### config.mk
export PLATFORM = sky130hd
export DESIGN_NAME = mmu_top
export DESIGN_NICKNAME = d
export VERILOG_FILES = /design/src/logic/sv32_pkg.sv /design/src/logic/walk_pkg.sv /design/src/logic/tlb.sv /design/src/logic/page_walker.sv /design/src/logic/mmu_top.sv
export VERILOG_INCLUDE_DIRS = /design/src /design/src/logic
export SDC_FILE = /design/constraint.sdc
export NUM_CORES = 1
export LEC_CHECK = 0
export BUFFER_PORTS_ARGS = -buffer_cell sky130_fd_sc_hd__clkbuf_2
export CAP_MARGIN = 40
export CORE_MARGIN = 4
export CORE_UTILIZATION = 30
export DETAILED_ROUTE_END_ITERATION = 10
export GPL_ROUTABILITY_DRIVEN = 1
export PLACE_DENSITY_LB_ADDON = 0.1
export SLEW_MARGIN = 25
export SYNTH_ARGS = -nofsm -noshare
export SYNTH_HDL_FRONTEND = slang
export SYNTH_SLANG_ARGS = --single-unit
### constraint.sdc
create_clock -name clk -period 3.4 [get_ports clk]
set_clock_uncertainty 0.2 [all_clocks]
set_input_delay 0.34 -clock clk [delete_from_list [all_inputs] [get_ports clk]]
set_output_delay 0.34 -clock clk [all_outputs]
set_load 0.1 [all_outputs]
### src/logic/mmu_settings.svh
`ifndef MMU_SETTINGS_SVH
`define MMU_SETTINGS_SVH

// Instruction TLB depth, power of two
`define MMU_ITLB_ENTRIES 4

// Data TLB depth, power of two
`define MMU_DTLB_ENTRIES 4

// Sv32 physical address width
// 22-bit ppn plus 12-bit page offset
`define MMU_PADDR_W 34

// Both depths must stay at or below 1024
// The TLB index comes from the low vpn bits

`endif

### src/logic/sv32_pkg.sv
`default_nettype none

`include "mmu_settings.svh"

package sv32_pkg;

    typedef logic [31:0]             vaddr_t;
    typedef logic [`MMU_PADDR_W-1:0] paddr_t;
    typedef logic [19:0]             vpn_t;   // {vpn1, vpn0}
    typedef logic [21:0]             ppn_t;   // {ppn1, ppn0}

    // Sv32 page-table entry, V sits in bit 0
    typedef struct packed {
        logic [11:0] ppn1;
        logic [9:0]  ppn0;
        logic [1:0]  rsw;   // Free for software
        logic        d;
        logic        a;
        logic        g;
        logic        u;
        logic        x;
        logic        w;
        logic        r;
        logic        v;
    } pte_t;

    // Instruction side only cares about execute
    typedef struct packed {
        logic x;
        logic u;
    } itlb_perm_t;

    // Data side payload
    typedef struct packed {
        logic r;
        logic w;
        logic u;
    } dtlb_perm_t;

endpackage

`default_nettype wire

### src/logic/walk_pkg.sv
`default_nettype none

package walk_pkg;

    // Walker FSM
    typedef enum logic [1:0] {
        IDLE,
        L1_READ,   // Root level, may end in a superpage
        L0_READ,
        REFILL     // One-cycle update strobe
    } walk_state_t;

    // Which TLB started the walk
    typedef enum logic {
        INSTR,
        DATA
    } miss_src_t;

endpackage

`default_nettype wire

### src/logic/tlb.sv
`default_nettype none

module tlb #(
    parameter type         payload_t = logic [1:0],
    parameter int unsigned ENTRIES   = 4
) (
    input  logic                  clk,
    input  logic                  rst_n,

    // Lookup from the core
    input  logic                  req,
    input  wire sv32_pkg::vaddr_t vaddr,
    output logic                  hit,
    output logic                  miss,
    output sv32_pkg::paddr_t      paddr,
    output payload_t              payload,

    // Flush and refill
    input  logic                  flush,
    input  logic                  upd,
    input  wire sv32_pkg::vpn_t   upd_vpn,
    input  wire sv32_pkg::ppn_t   upd_ppn,
    input  logic                  upd_super,
    input  wire payload_t         upd_payload
);
    import sv32_pkg::*;

    localparam int unsigned IDX_W = $clog2(ENTRIES);

    logic [ENTRIES-1:0] valid_q;
    logic [ENTRIES-1:0] super_q;
    logic [9:0]         vpn1_q    [ENTRIES];
    logic [9:0]         vpn0_q    [ENTRIES];
    ppn_t               ppn_q     [ENTRIES];
    payload_t           payload_q [ENTRIES];

    logic [9:0]         vpn1;
    logic [9:0]         vpn0;
    logic [IDX_W-1:0]   sp_idx;
    logic [IDX_W-1:0]   rd_idx;
    logic [IDX_W-1:0]   wr_idx;
    logic               sp_sel;
    logic               match;
    ppn_t               rd_ppn;

    assign vpn1 = vaddr[31:22];
    assign vpn0 = vaddr[21:12];

    // A valid superpage in the vpn1 slot takes the index
    assign sp_idx = vpn1[IDX_W-1:0];
    assign sp_sel = valid_q[sp_idx] && super_q[sp_idx];
    assign rd_idx = sp_sel ? sp_idx : vpn0[IDX_W-1:0];

    always_comb begin
        match = valid_q[rd_idx] && (vpn1_q[rd_idx] == vpn1);
        if (!super_q[rd_idx] && (vpn0_q[rd_idx] != vpn0)) begin
            match = 1'b0;   // 4 KB page needs vpn0 too
        end
    end

    assign hit  = req && match;
    assign miss = req && !match;

    assign rd_ppn  = ppn_q[rd_idx];
    assign payload = payload_q[rd_idx];

    // Superpage keeps 22 offset bits from the vaddr
    assign paddr = super_q[rd_idx] ? {rd_ppn[21:10], vaddr[21:0]}
                                   : {rd_ppn, vaddr[11:0]};

    // Refill slot follows the same split as lookup
    assign wr_idx = upd_super ? upd_vpn[10 +: IDX_W] : upd_vpn[IDX_W-1:0];

    always_ff @(posedge clk or negedge rst_n) begin
        if (!rst_n) begin
            valid_q <= '0;
        end else if (flush) begin
            valid_q <= '0;   // Wins over a same-cycle refill
        end else if (upd) begin
            valid_q[wr_idx] <= 1'b1;
        end
    end

    // Entry contents, written on refill
    always_ff @(posedge clk) begin
        if (upd) begin
            super_q[wr_idx]   <= upd_super;
            vpn1_q[wr_idx]    <= upd_vpn[19:10];
            vpn0_q[wr_idx]    <= upd_vpn[9:0];
            ppn_q[wr_idx]     <= upd_ppn;
            payload_q[wr_idx] <= upd_payload;
        end
    end

    // Nothing survives a flush, refill in the same cycle included
    a_flush_wins: assert property (
        @(posedge clk) disable iff (!rst_n)
        flush |=> (valid_q == '0)
    );

    // Hits need a request and cannot follow a flush directly
    a_hit_req: assert property (
        @(posedge clk) disable iff (!rst_n)
        hit |-> req && !$past(flush)
    );

endmodule

`default_nettype wire

### src/logic/page_walker.sv
`default_nettype none

module page_walker (
    input  logic                  clk,
    input  logic                  rst_n,

    // Misses from both TLBs
    input  logic                  i_miss,
    input  wire sv32_pkg::vaddr_t i_vaddr,
    input  logic                  d_miss,
    input  wire sv32_pkg::vaddr_t d_vaddr,
    input  logic                  flush,
    input  wire sv32_pkg::ppn_t   satp_ppn,

    // Page-table memory port
    output logic                  mem_req,
    output sv32_pkg::paddr_t      mem_addr,
    input  logic                  mem_valid,
    input  logic [31:0]           mem_rdata,

    // Refill toward the TLBs
    output logic                  i_upd,
    output logic                  d_upd,
    output sv32_pkg::vpn_t        upd_vpn,
    output sv32_pkg::ppn_t        upd_ppn,
    output logic                  upd_super,
    output sv32_pkg::pte_t        upd_pte,
    output logic                  i_fault,
    output logic                  d_fault
);
    import sv32_pkg::*;
    import walk_pkg::*;

    walk_state_t state_q;
    miss_src_t   src_q;
    logic        abort_q;   // Flushed while a read is out
    vpn_t        vpn_q;
    pte_t        pte_q;
    logic        super_q;
    paddr_t      addr_q;

    pte_t        pte;
    logic        pte_bad;
    logic        pte_leaf;
    logic        i_take;
    logic        d_take;
    vpn_t        miss_vpn;

    assign pte      = pte_t'(mem_rdata);
    assign pte_bad  = !pte.v || (pte.w && !pte.r);   // Invalid or reserved
    assign pte_leaf = pte.r || pte.x;

    // The side whose fault is on the wire is not taken again
    assign i_take   = i_miss && !i_fault;
    assign d_take   = d_miss && !d_fault;
    assign miss_vpn = i_take ? i_vaddr[31:12] : d_vaddr[31:12];

    always_ff @(posedge clk or negedge rst_n) begin
        if (!rst_n) begin
            state_q <= IDLE;
            src_q   <= INSTR;
            abort_q <= 1'b0;
            i_fault <= 1'b0;
            d_fault <= 1'b0;
        end else begin
            i_fault <= 1'b0;
            d_fault <= 1'b0;
            case (state_q)
                IDLE: begin
                    abort_q <= 1'b0;
                    if (i_take || d_take) begin
                        src_q   <= i_take ? INSTR : DATA;   // Instruction first
                        state_q <= L1_READ;
                    end
                end
                L1_READ, L0_READ: begin
                    if (mem_valid) begin
                        if (abort_q || flush) begin
                            state_q <= IDLE;   // Drop the stale answer
                        end else if (pte_bad || (state_q == L0_READ && !pte_leaf)) begin
                            i_fault <= (src_q == INSTR);
                            d_fault <= (src_q == DATA);
                            state_q <= IDLE;
                        end else if (pte_leaf) begin
                            state_q <= REFILL;
                        end else begin
                            state_q <= L0_READ;   // Pointer to the next level
                        end
                    end else if (flush) begin
                        abort_q <= 1'b1;   // Request stays up until memory answers
                    end
                end
                REFILL: begin
                    state_q <= IDLE;
                end
                default: begin
                    state_q <= IDLE;
                end
            endcase
        end
    end

    // Walk data path
    always_ff @(posedge clk) begin
        if (state_q == IDLE) begin
            vpn_q  <= miss_vpn;
            addr_q <= {satp_ppn, miss_vpn[19:10], 2'b00};
        end else if (mem_valid) begin
            pte_q   <= pte;
            super_q <= (state_q == L1_READ);   // Leaf at root is 4 MB
            addr_q  <= {pte.ppn1, pte.ppn0, vpn_q[9:0], 2'b00};
        end
    end

    assign mem_req  = (state_q == L1_READ) || (state_q == L0_READ);
    assign mem_addr = addr_q;

    assign i_upd     = (state_q == REFILL) && (src_q == INSTR);
    assign d_upd     = (state_q == REFILL) && (src_q == DATA);
    assign upd_vpn   = vpn_q;
    assign upd_ppn   = {pte_q.ppn1, pte_q.ppn0};
    assign upd_super = super_q;
    assign upd_pte   = pte_q;

    // Memory sees one held address per read
    a_addr_stable: assert property (
        @(posedge clk) disable iff (!rst_n)
        mem_req && !mem_valid |=> mem_req && $stable(mem_addr)
    );

    // One TLB refilled at a time, always right after a response
    a_upd_after_read: assert property (
        @(posedge clk) disable iff (!rst_n)
        (i_upd || d_upd) |-> !(i_upd && d_upd) && $past(mem_valid)
    );

    a_upd_no_fault: assert property (
        @(posedge clk) disable iff (!rst_n)
        !((i_upd || d_upd) && (i_fault || d_fault))
    );

endmodule

`default_nettype wire

### src/logic/mmu_top.sv
`default_nettype none

`include "mmu_settings.svh"

module mmu_top (
    input  logic                  clk,
    input  logic                  rst_n,

    // Instruction side
    input  logic                  i_req,
    input  wire sv32_pkg::vaddr_t i_vaddr,
    output logic                  i_hit,
    output sv32_pkg::paddr_t      i_paddr,
    output sv32_pkg::itlb_perm_t  i_perm,
    output logic                  i_fault,

    // Data side
    input  logic                  d_req,
    input  wire sv32_pkg::vaddr_t d_vaddr,
    output logic                  d_hit,
    output sv32_pkg::paddr_t      d_paddr,
    output sv32_pkg::dtlb_perm_t  d_perm,
    output logic                  d_fault,

    input  logic                  flush,
    input  wire sv32_pkg::ppn_t   satp_ppn,   // Root table page

    // Page-table memory
    output logic                  mem_req,
    output sv32_pkg::paddr_t      mem_addr,
    input  logic                  mem_valid,
    input  logic [31:0]           mem_rdata
);
    import sv32_pkg::*;

    logic i_miss;
    logic d_miss;
    logic i_upd;
    logic d_upd;
    vpn_t upd_vpn;
    ppn_t upd_ppn;
    logic upd_super;
    pte_t upd_pte;

    tlb #(
        .payload_t (itlb_perm_t),
        .ENTRIES   (`MMU_ITLB_ENTRIES)
    ) u_itlb (
        .clk         (clk),
        .rst_n       (rst_n),
        .req         (i_req),
        .vaddr       (i_vaddr),
        .hit         (i_hit),
        .miss        (i_miss),
        .paddr       (i_paddr),
        .payload     (i_perm),
        .flush       (flush),
        .upd         (i_upd),
        .upd_vpn     (upd_vpn),
        .upd_ppn     (upd_ppn),
        .upd_super   (upd_super),
        .upd_payload (itlb_perm_t'{x: upd_pte.x, u: upd_pte.u})
    );

    tlb #(
        .payload_t (dtlb_perm_t),
        .ENTRIES   (`MMU_DTLB_ENTRIES)
    ) u_dtlb (
        .clk         (clk),
        .rst_n       (rst_n),
        .req         (d_req),
        .vaddr       (d_vaddr),
        .hit         (d_hit),
        .miss        (d_miss),
        .paddr       (d_paddr),
        .payload     (d_perm),
        .flush       (flush),
        .upd         (d_upd),
        .upd_vpn     (upd_vpn),
        .upd_ppn     (upd_ppn),
        .upd_super   (upd_super),
        .upd_payload (dtlb_perm_t'{r: upd_pte.r, w: upd_pte.w, u: upd_pte.u})
    );

    // Shared walker, one walk at a time
    page_walker u_walker (
        .clk       (clk),
        .rst_n     (rst_n),
        .i_miss    (i_miss),
        .i_vaddr   (i_vaddr),
        .d_miss    (d_miss),
        .d_vaddr   (d_vaddr),
        .flush     (flush),
        .satp_ppn  (satp_ppn),
        .mem_req   (mem_req),
        .mem_addr  (mem_addr),
        .mem_valid (mem_valid),
        .mem_rdata (mem_rdata),
        .i_upd     (i_upd),
        .d_upd     (d_upd),
        .upd_vpn   (upd_vpn),
        .upd_ppn   (upd_ppn),
        .upd_super (upd_super),
        .upd_pte   (upd_pte),
        .i_fault   (i_fault),
        .d_fault   (d_fault)
    );

endmodule

`default_nettype wire

==> results.sh <==
export IMPL_grt_pass1_vias=12900
export IMPL_dp_hpwl_mm=39.1
export IMPL_cts_sinks=457
export IMPL_r2r_end="u_walker.mem_addr[6]$_DFFE_PP_"
export IMPL_max_freq_mhz=245
export IMPL_violations="setup timing"
export IMPL_cp_end_kind="output pin"
export IMPL_instances_no_fill=2660
export IMPL_hold_end="u_walker.upd_vpn[5]$_DFFE_PP_"
export IMPL_cp_required_ns=2.86
export IMPL_area_growth_pct=43.3
export IMPL_rrSetupSlack_ns=-0.42
export IMPL_fin_crit_ns=4.09
export IMPL_min_period_over_period=1.20
export IMPL_nNetsFinal=1901
export IMPL_finalWorstSetupSlack_ns=-0.685
export IMPL_numCtsBuffers=53
export IMPL_synth_warnings=0
export IMPL_initial_core_util=0.303
export IMPL_track_usage=0.175
export IMPL_cts_htree_levels=2
export IMPL_finalInstanceArea_um2=27400
export IMPL_drtPass1Iterations=5
export IMPL_synth_edf_count=443
export IMPL_fillers=5746
export IMPL_cts_tree="done"
export IMPL_finalPower_w=0.0181
export IMPL_layout_commonest_cell="edfxtp_1"
export IMPL_hold_start="i_vaddr[17]"
export IMPL_path_class="flip-flop to output pin"
export IMPL_clk_latency_ns=0.60
export IMPL_grt_overflow=0
export IMPL_ys_seq_area_frac=0.715
export IMPL_preCtsSetupSlack_ns=-0.612
export IMPL_slew_viol_final=0
export IMPL_layout_drive_gt1_share=0.352
export IMPL_rsz0062_at_grt="yes"
export IMPL_avgSynthCellArea_um2=14.0
export IMPL_start_kind="flip-flop"
export IMPL_path_depth=13
export IMPL_vias=12800
export IMPL_synth_seq_cells=457
export IMPL_cp_top_family="simple AND/OR/NAND/NOR gates"
export IMPL_cts_root_buf="clkbuf_16"
export IMPL_io_buffers=180
export IMPL_status="finished, violations left"
export IMPL_placed_area_um2=23500
export IMPL_insertedDiodeCount=0
export IMPL_via_per_inst=4.82
export IMPL_hp_class="input pin to flip-flop"
export IMPL_ys_flop_type="edfxtp_1"
export IMPL_drv_cap=0
export IMPL_async_flop_share=0.0306
export IMPL_ios=236
export IMPL_finalSetupViolCount=56
export IMPL_multi_input_area_um2=6200
export IMPL_cp_slowest_stage_delay_ns=0.38
export IMPL_crit_chain="and4b_2 > a41oi_4 > nand2_2 > buf_12 > mux2i_1 > mux2i_1 > xor2_1 > nor4_2 > buf_4 > nand3_4 > a2111oi_4 > and2_4 > buf_12"
export IMPL_cp_arrival_ns=3.55
export IMPL_path_clk_slew_ns=0.06
export IMPL_dp_cells=2429
export IMPL_tightest_slew_ns=0.672
export IMPL_post_route_drc_count=0
export IMPL_hold_viol=0
export IMPL_syn_area_um2=19100
export IMPL_detail_route_antenna_nets=0
export IMPL_cts_max_path_buffers=3
export IMPL_max_slew_margin_rel=0.552
export IMPL_die_w_um=260
export IMPL_gp_congestion=0.833
export IMPL_dieArea_um2=67800
export IMPL_grt_pass1_wl_mm=87.3
export IMPL_yosysUniqueCellTypes=71
export IMPL_mostFrequentLayoutCells="443 x edfxtp_1, 229 x nand2_1, 129 x clkbuf_2, 124 x buf_4, 76 x dlygate4sd3_1"
export IMPL_synth_cells=1363
export IMPL_r2r_start="u_itlb.super_q[1]$_DFFE_PP_"
export IMPL_die_y_um=260
export IMPL_finalWirelength_mm=60.6
export IMPL_drt_iter0_markers=902
export IMPL_min_delay_path_depth=2
export IMPL_rows=92
export IMPL_grt_start_max_net_pins=48
export IMPL_crit_fanout=19
export IMPL_wl_per_cell_um=22.8
export IMPL_ir_drop_mv=0.496
export IMPL_cp_num_buf_inv=3
export IMPL_r2r_cells=13
export IMPL_antenna_found_initial=0
export IMPL_seq_area_um2=13700
export IMPL_power_density_nw_per_um2=663
export IMPL_core_um2=63100
export IMPL_p_leak_nw=10.1
export IMPL_slowest_stage="dfrtp_1"
export IMPL_finalSetupTns_ns=-16.22
-- area by class of cell --
class / count / share of cell area
Sequential cell: 457 / 0.499
Multi-Input combinational cell: 769 / 0.226
Timing Repair Buffer: 446 / 0.165
Clock buffer: 60 / 0.0502
Tap cell: 846 / 0.0387
Clock inverter: 36 / 0.0147
Inverter: 46 / 0.00631
-- logic make-up (layout without fill, tap and decap cells) --
kind of cell / count (synthesis) / count (layout) / share of synthesized area
flops: 457 / 457 / 0.715
simple gates: 451 / 451 / 0.110
compound gates: 178 / 178 / 0.0651
buf+inv: 138 / 588 / 0.0341
mux: 105 / 105 / 0.0602
xor+xnor: 29 / 29 / 0.0133
fa+ha+maj: 4 / 4 / 0.00262
other cells: 1 / 2 / 0.000196
-- how the worst max path moves through the flow --
stage / from / end / slack [ns]
CTS: u_dtlb.valid_q[2]$_DFFE_PN0P_ / d_hit / -0.74
global placement: i_vaddr[23] / u_walker.mem_addr[2]$_DFFE_PP_ / -0.54
floorplan: i_vaddr[22] / i_hit / -0.36
global route: u_dtlb.valid_q[2]$_DFFE_PN0P_ / d_hit / -0.86
finish: u_dtlb.valid_q[2]$_DFFE_PN0P_ / d_hit / -0.69
detailed placement: i_vaddr[23] / u_walker.mem_addr[2]$_DFFE_PP_ / -0.61
-- repair_timing --
action,4_1_cts,5_1_grt
pin swaps,24,22
cloned,6,4
gates resized for setup,130,35
setup endpoints to repair,83,83
hold endpoints to repair,93,0
hold buffers,76,0
buffers inserted,34,19
-- routing by layer --
metal  track usage  up-vias  wire, µm
met4        0.0414        0       983
met2         0.282      317     28500
met3        0.0259       77      2950
met5             0        -         0
met1         0.250     6505     28100
li1              -     5923         -
-- Yosys cell counts (5+ instances only) --
library cell | number | area share
o21ai_0 | 54 | 0.014
a31oi_1 | 34 | 0.011
nor3b_1 | 5 | 0.0020
o2111ai_1 | 5 | 0.0023
xnor2_1 | 21 | 0.0096
a21boi_0 | 9 | 0.0035
nand3_1 | 83 | 0.022
and3_1 | 40 | 0.013
a221oi_1 | 5 | 0.0023
mux2_2 | 48 | 0.028
buf_4 | 31 | 0.012
buf_1 | 10 | 0.0020
o211ai_1 | 7 | 0.0028
mux2i_1 | 53 | 0.028
or3_1 | 6 | 0.0020
xor2_1 | 8 | 0.0037
a211oi_1 | 10 | 0.0039
nand2_1 | 234 | 0.046
edfxtp_1 | 443 | 0.70
dfrtp_1 | 14 | 0.018
nand4b_1 | 5 | 0.0023
buf_2 | 14 | 0.0037
clkbuf_1 | 37 | 0.0073
nor2_1 | 38 | 0.0075
inv_1 | 46 | 0.0090
a21oi_1 | 9 | 0.0024
nor3_1 | 12 | 0.0031
-- per-stage QoR --
step / hold slack, ns / util
finish: 0.0351 / 0.434
detailed placement: 0.117 / 0.372
CTS: 0.000405 / 0.428
global route: 0.0161 / 0.434
floorplan: -0.156 / -
global placement: 0.0951 / 0.372
-- where the power goes --
group / leakage (nW) / switching, W / internal [W] / total, W
Combinational: 5.01 / 0.00322 / 0.00137 / 0.00459
Clock: 0.864 / 0.00230 / 0.00350 / 0.00580
Sequential: 4.24 / 0.000641 / 0.00710 / 0.00774
Total: 10.1 / 0.00616 / 0.0120 / 0.0181
-- flip-flops by register name, indices dropped and copies added, names as in the netlist, 8 cells and up --
signal and count:
u_dtlb.ppn_q 88, u_itlb.ppn_q 88, u_dtlb.vpn0_q 40, u_dtlb.vpn1_q 40, u_itlb.vpn0_q 40, u_itlb.vpn1_q 40
u_walker.mem_addr 32, u_walker.upd_ppn 22, u_walker.upd_vpn 20, u_dtlb.payload_q 12, u_itlb.payload_q 8
Power figures use the tool's default switching activity.
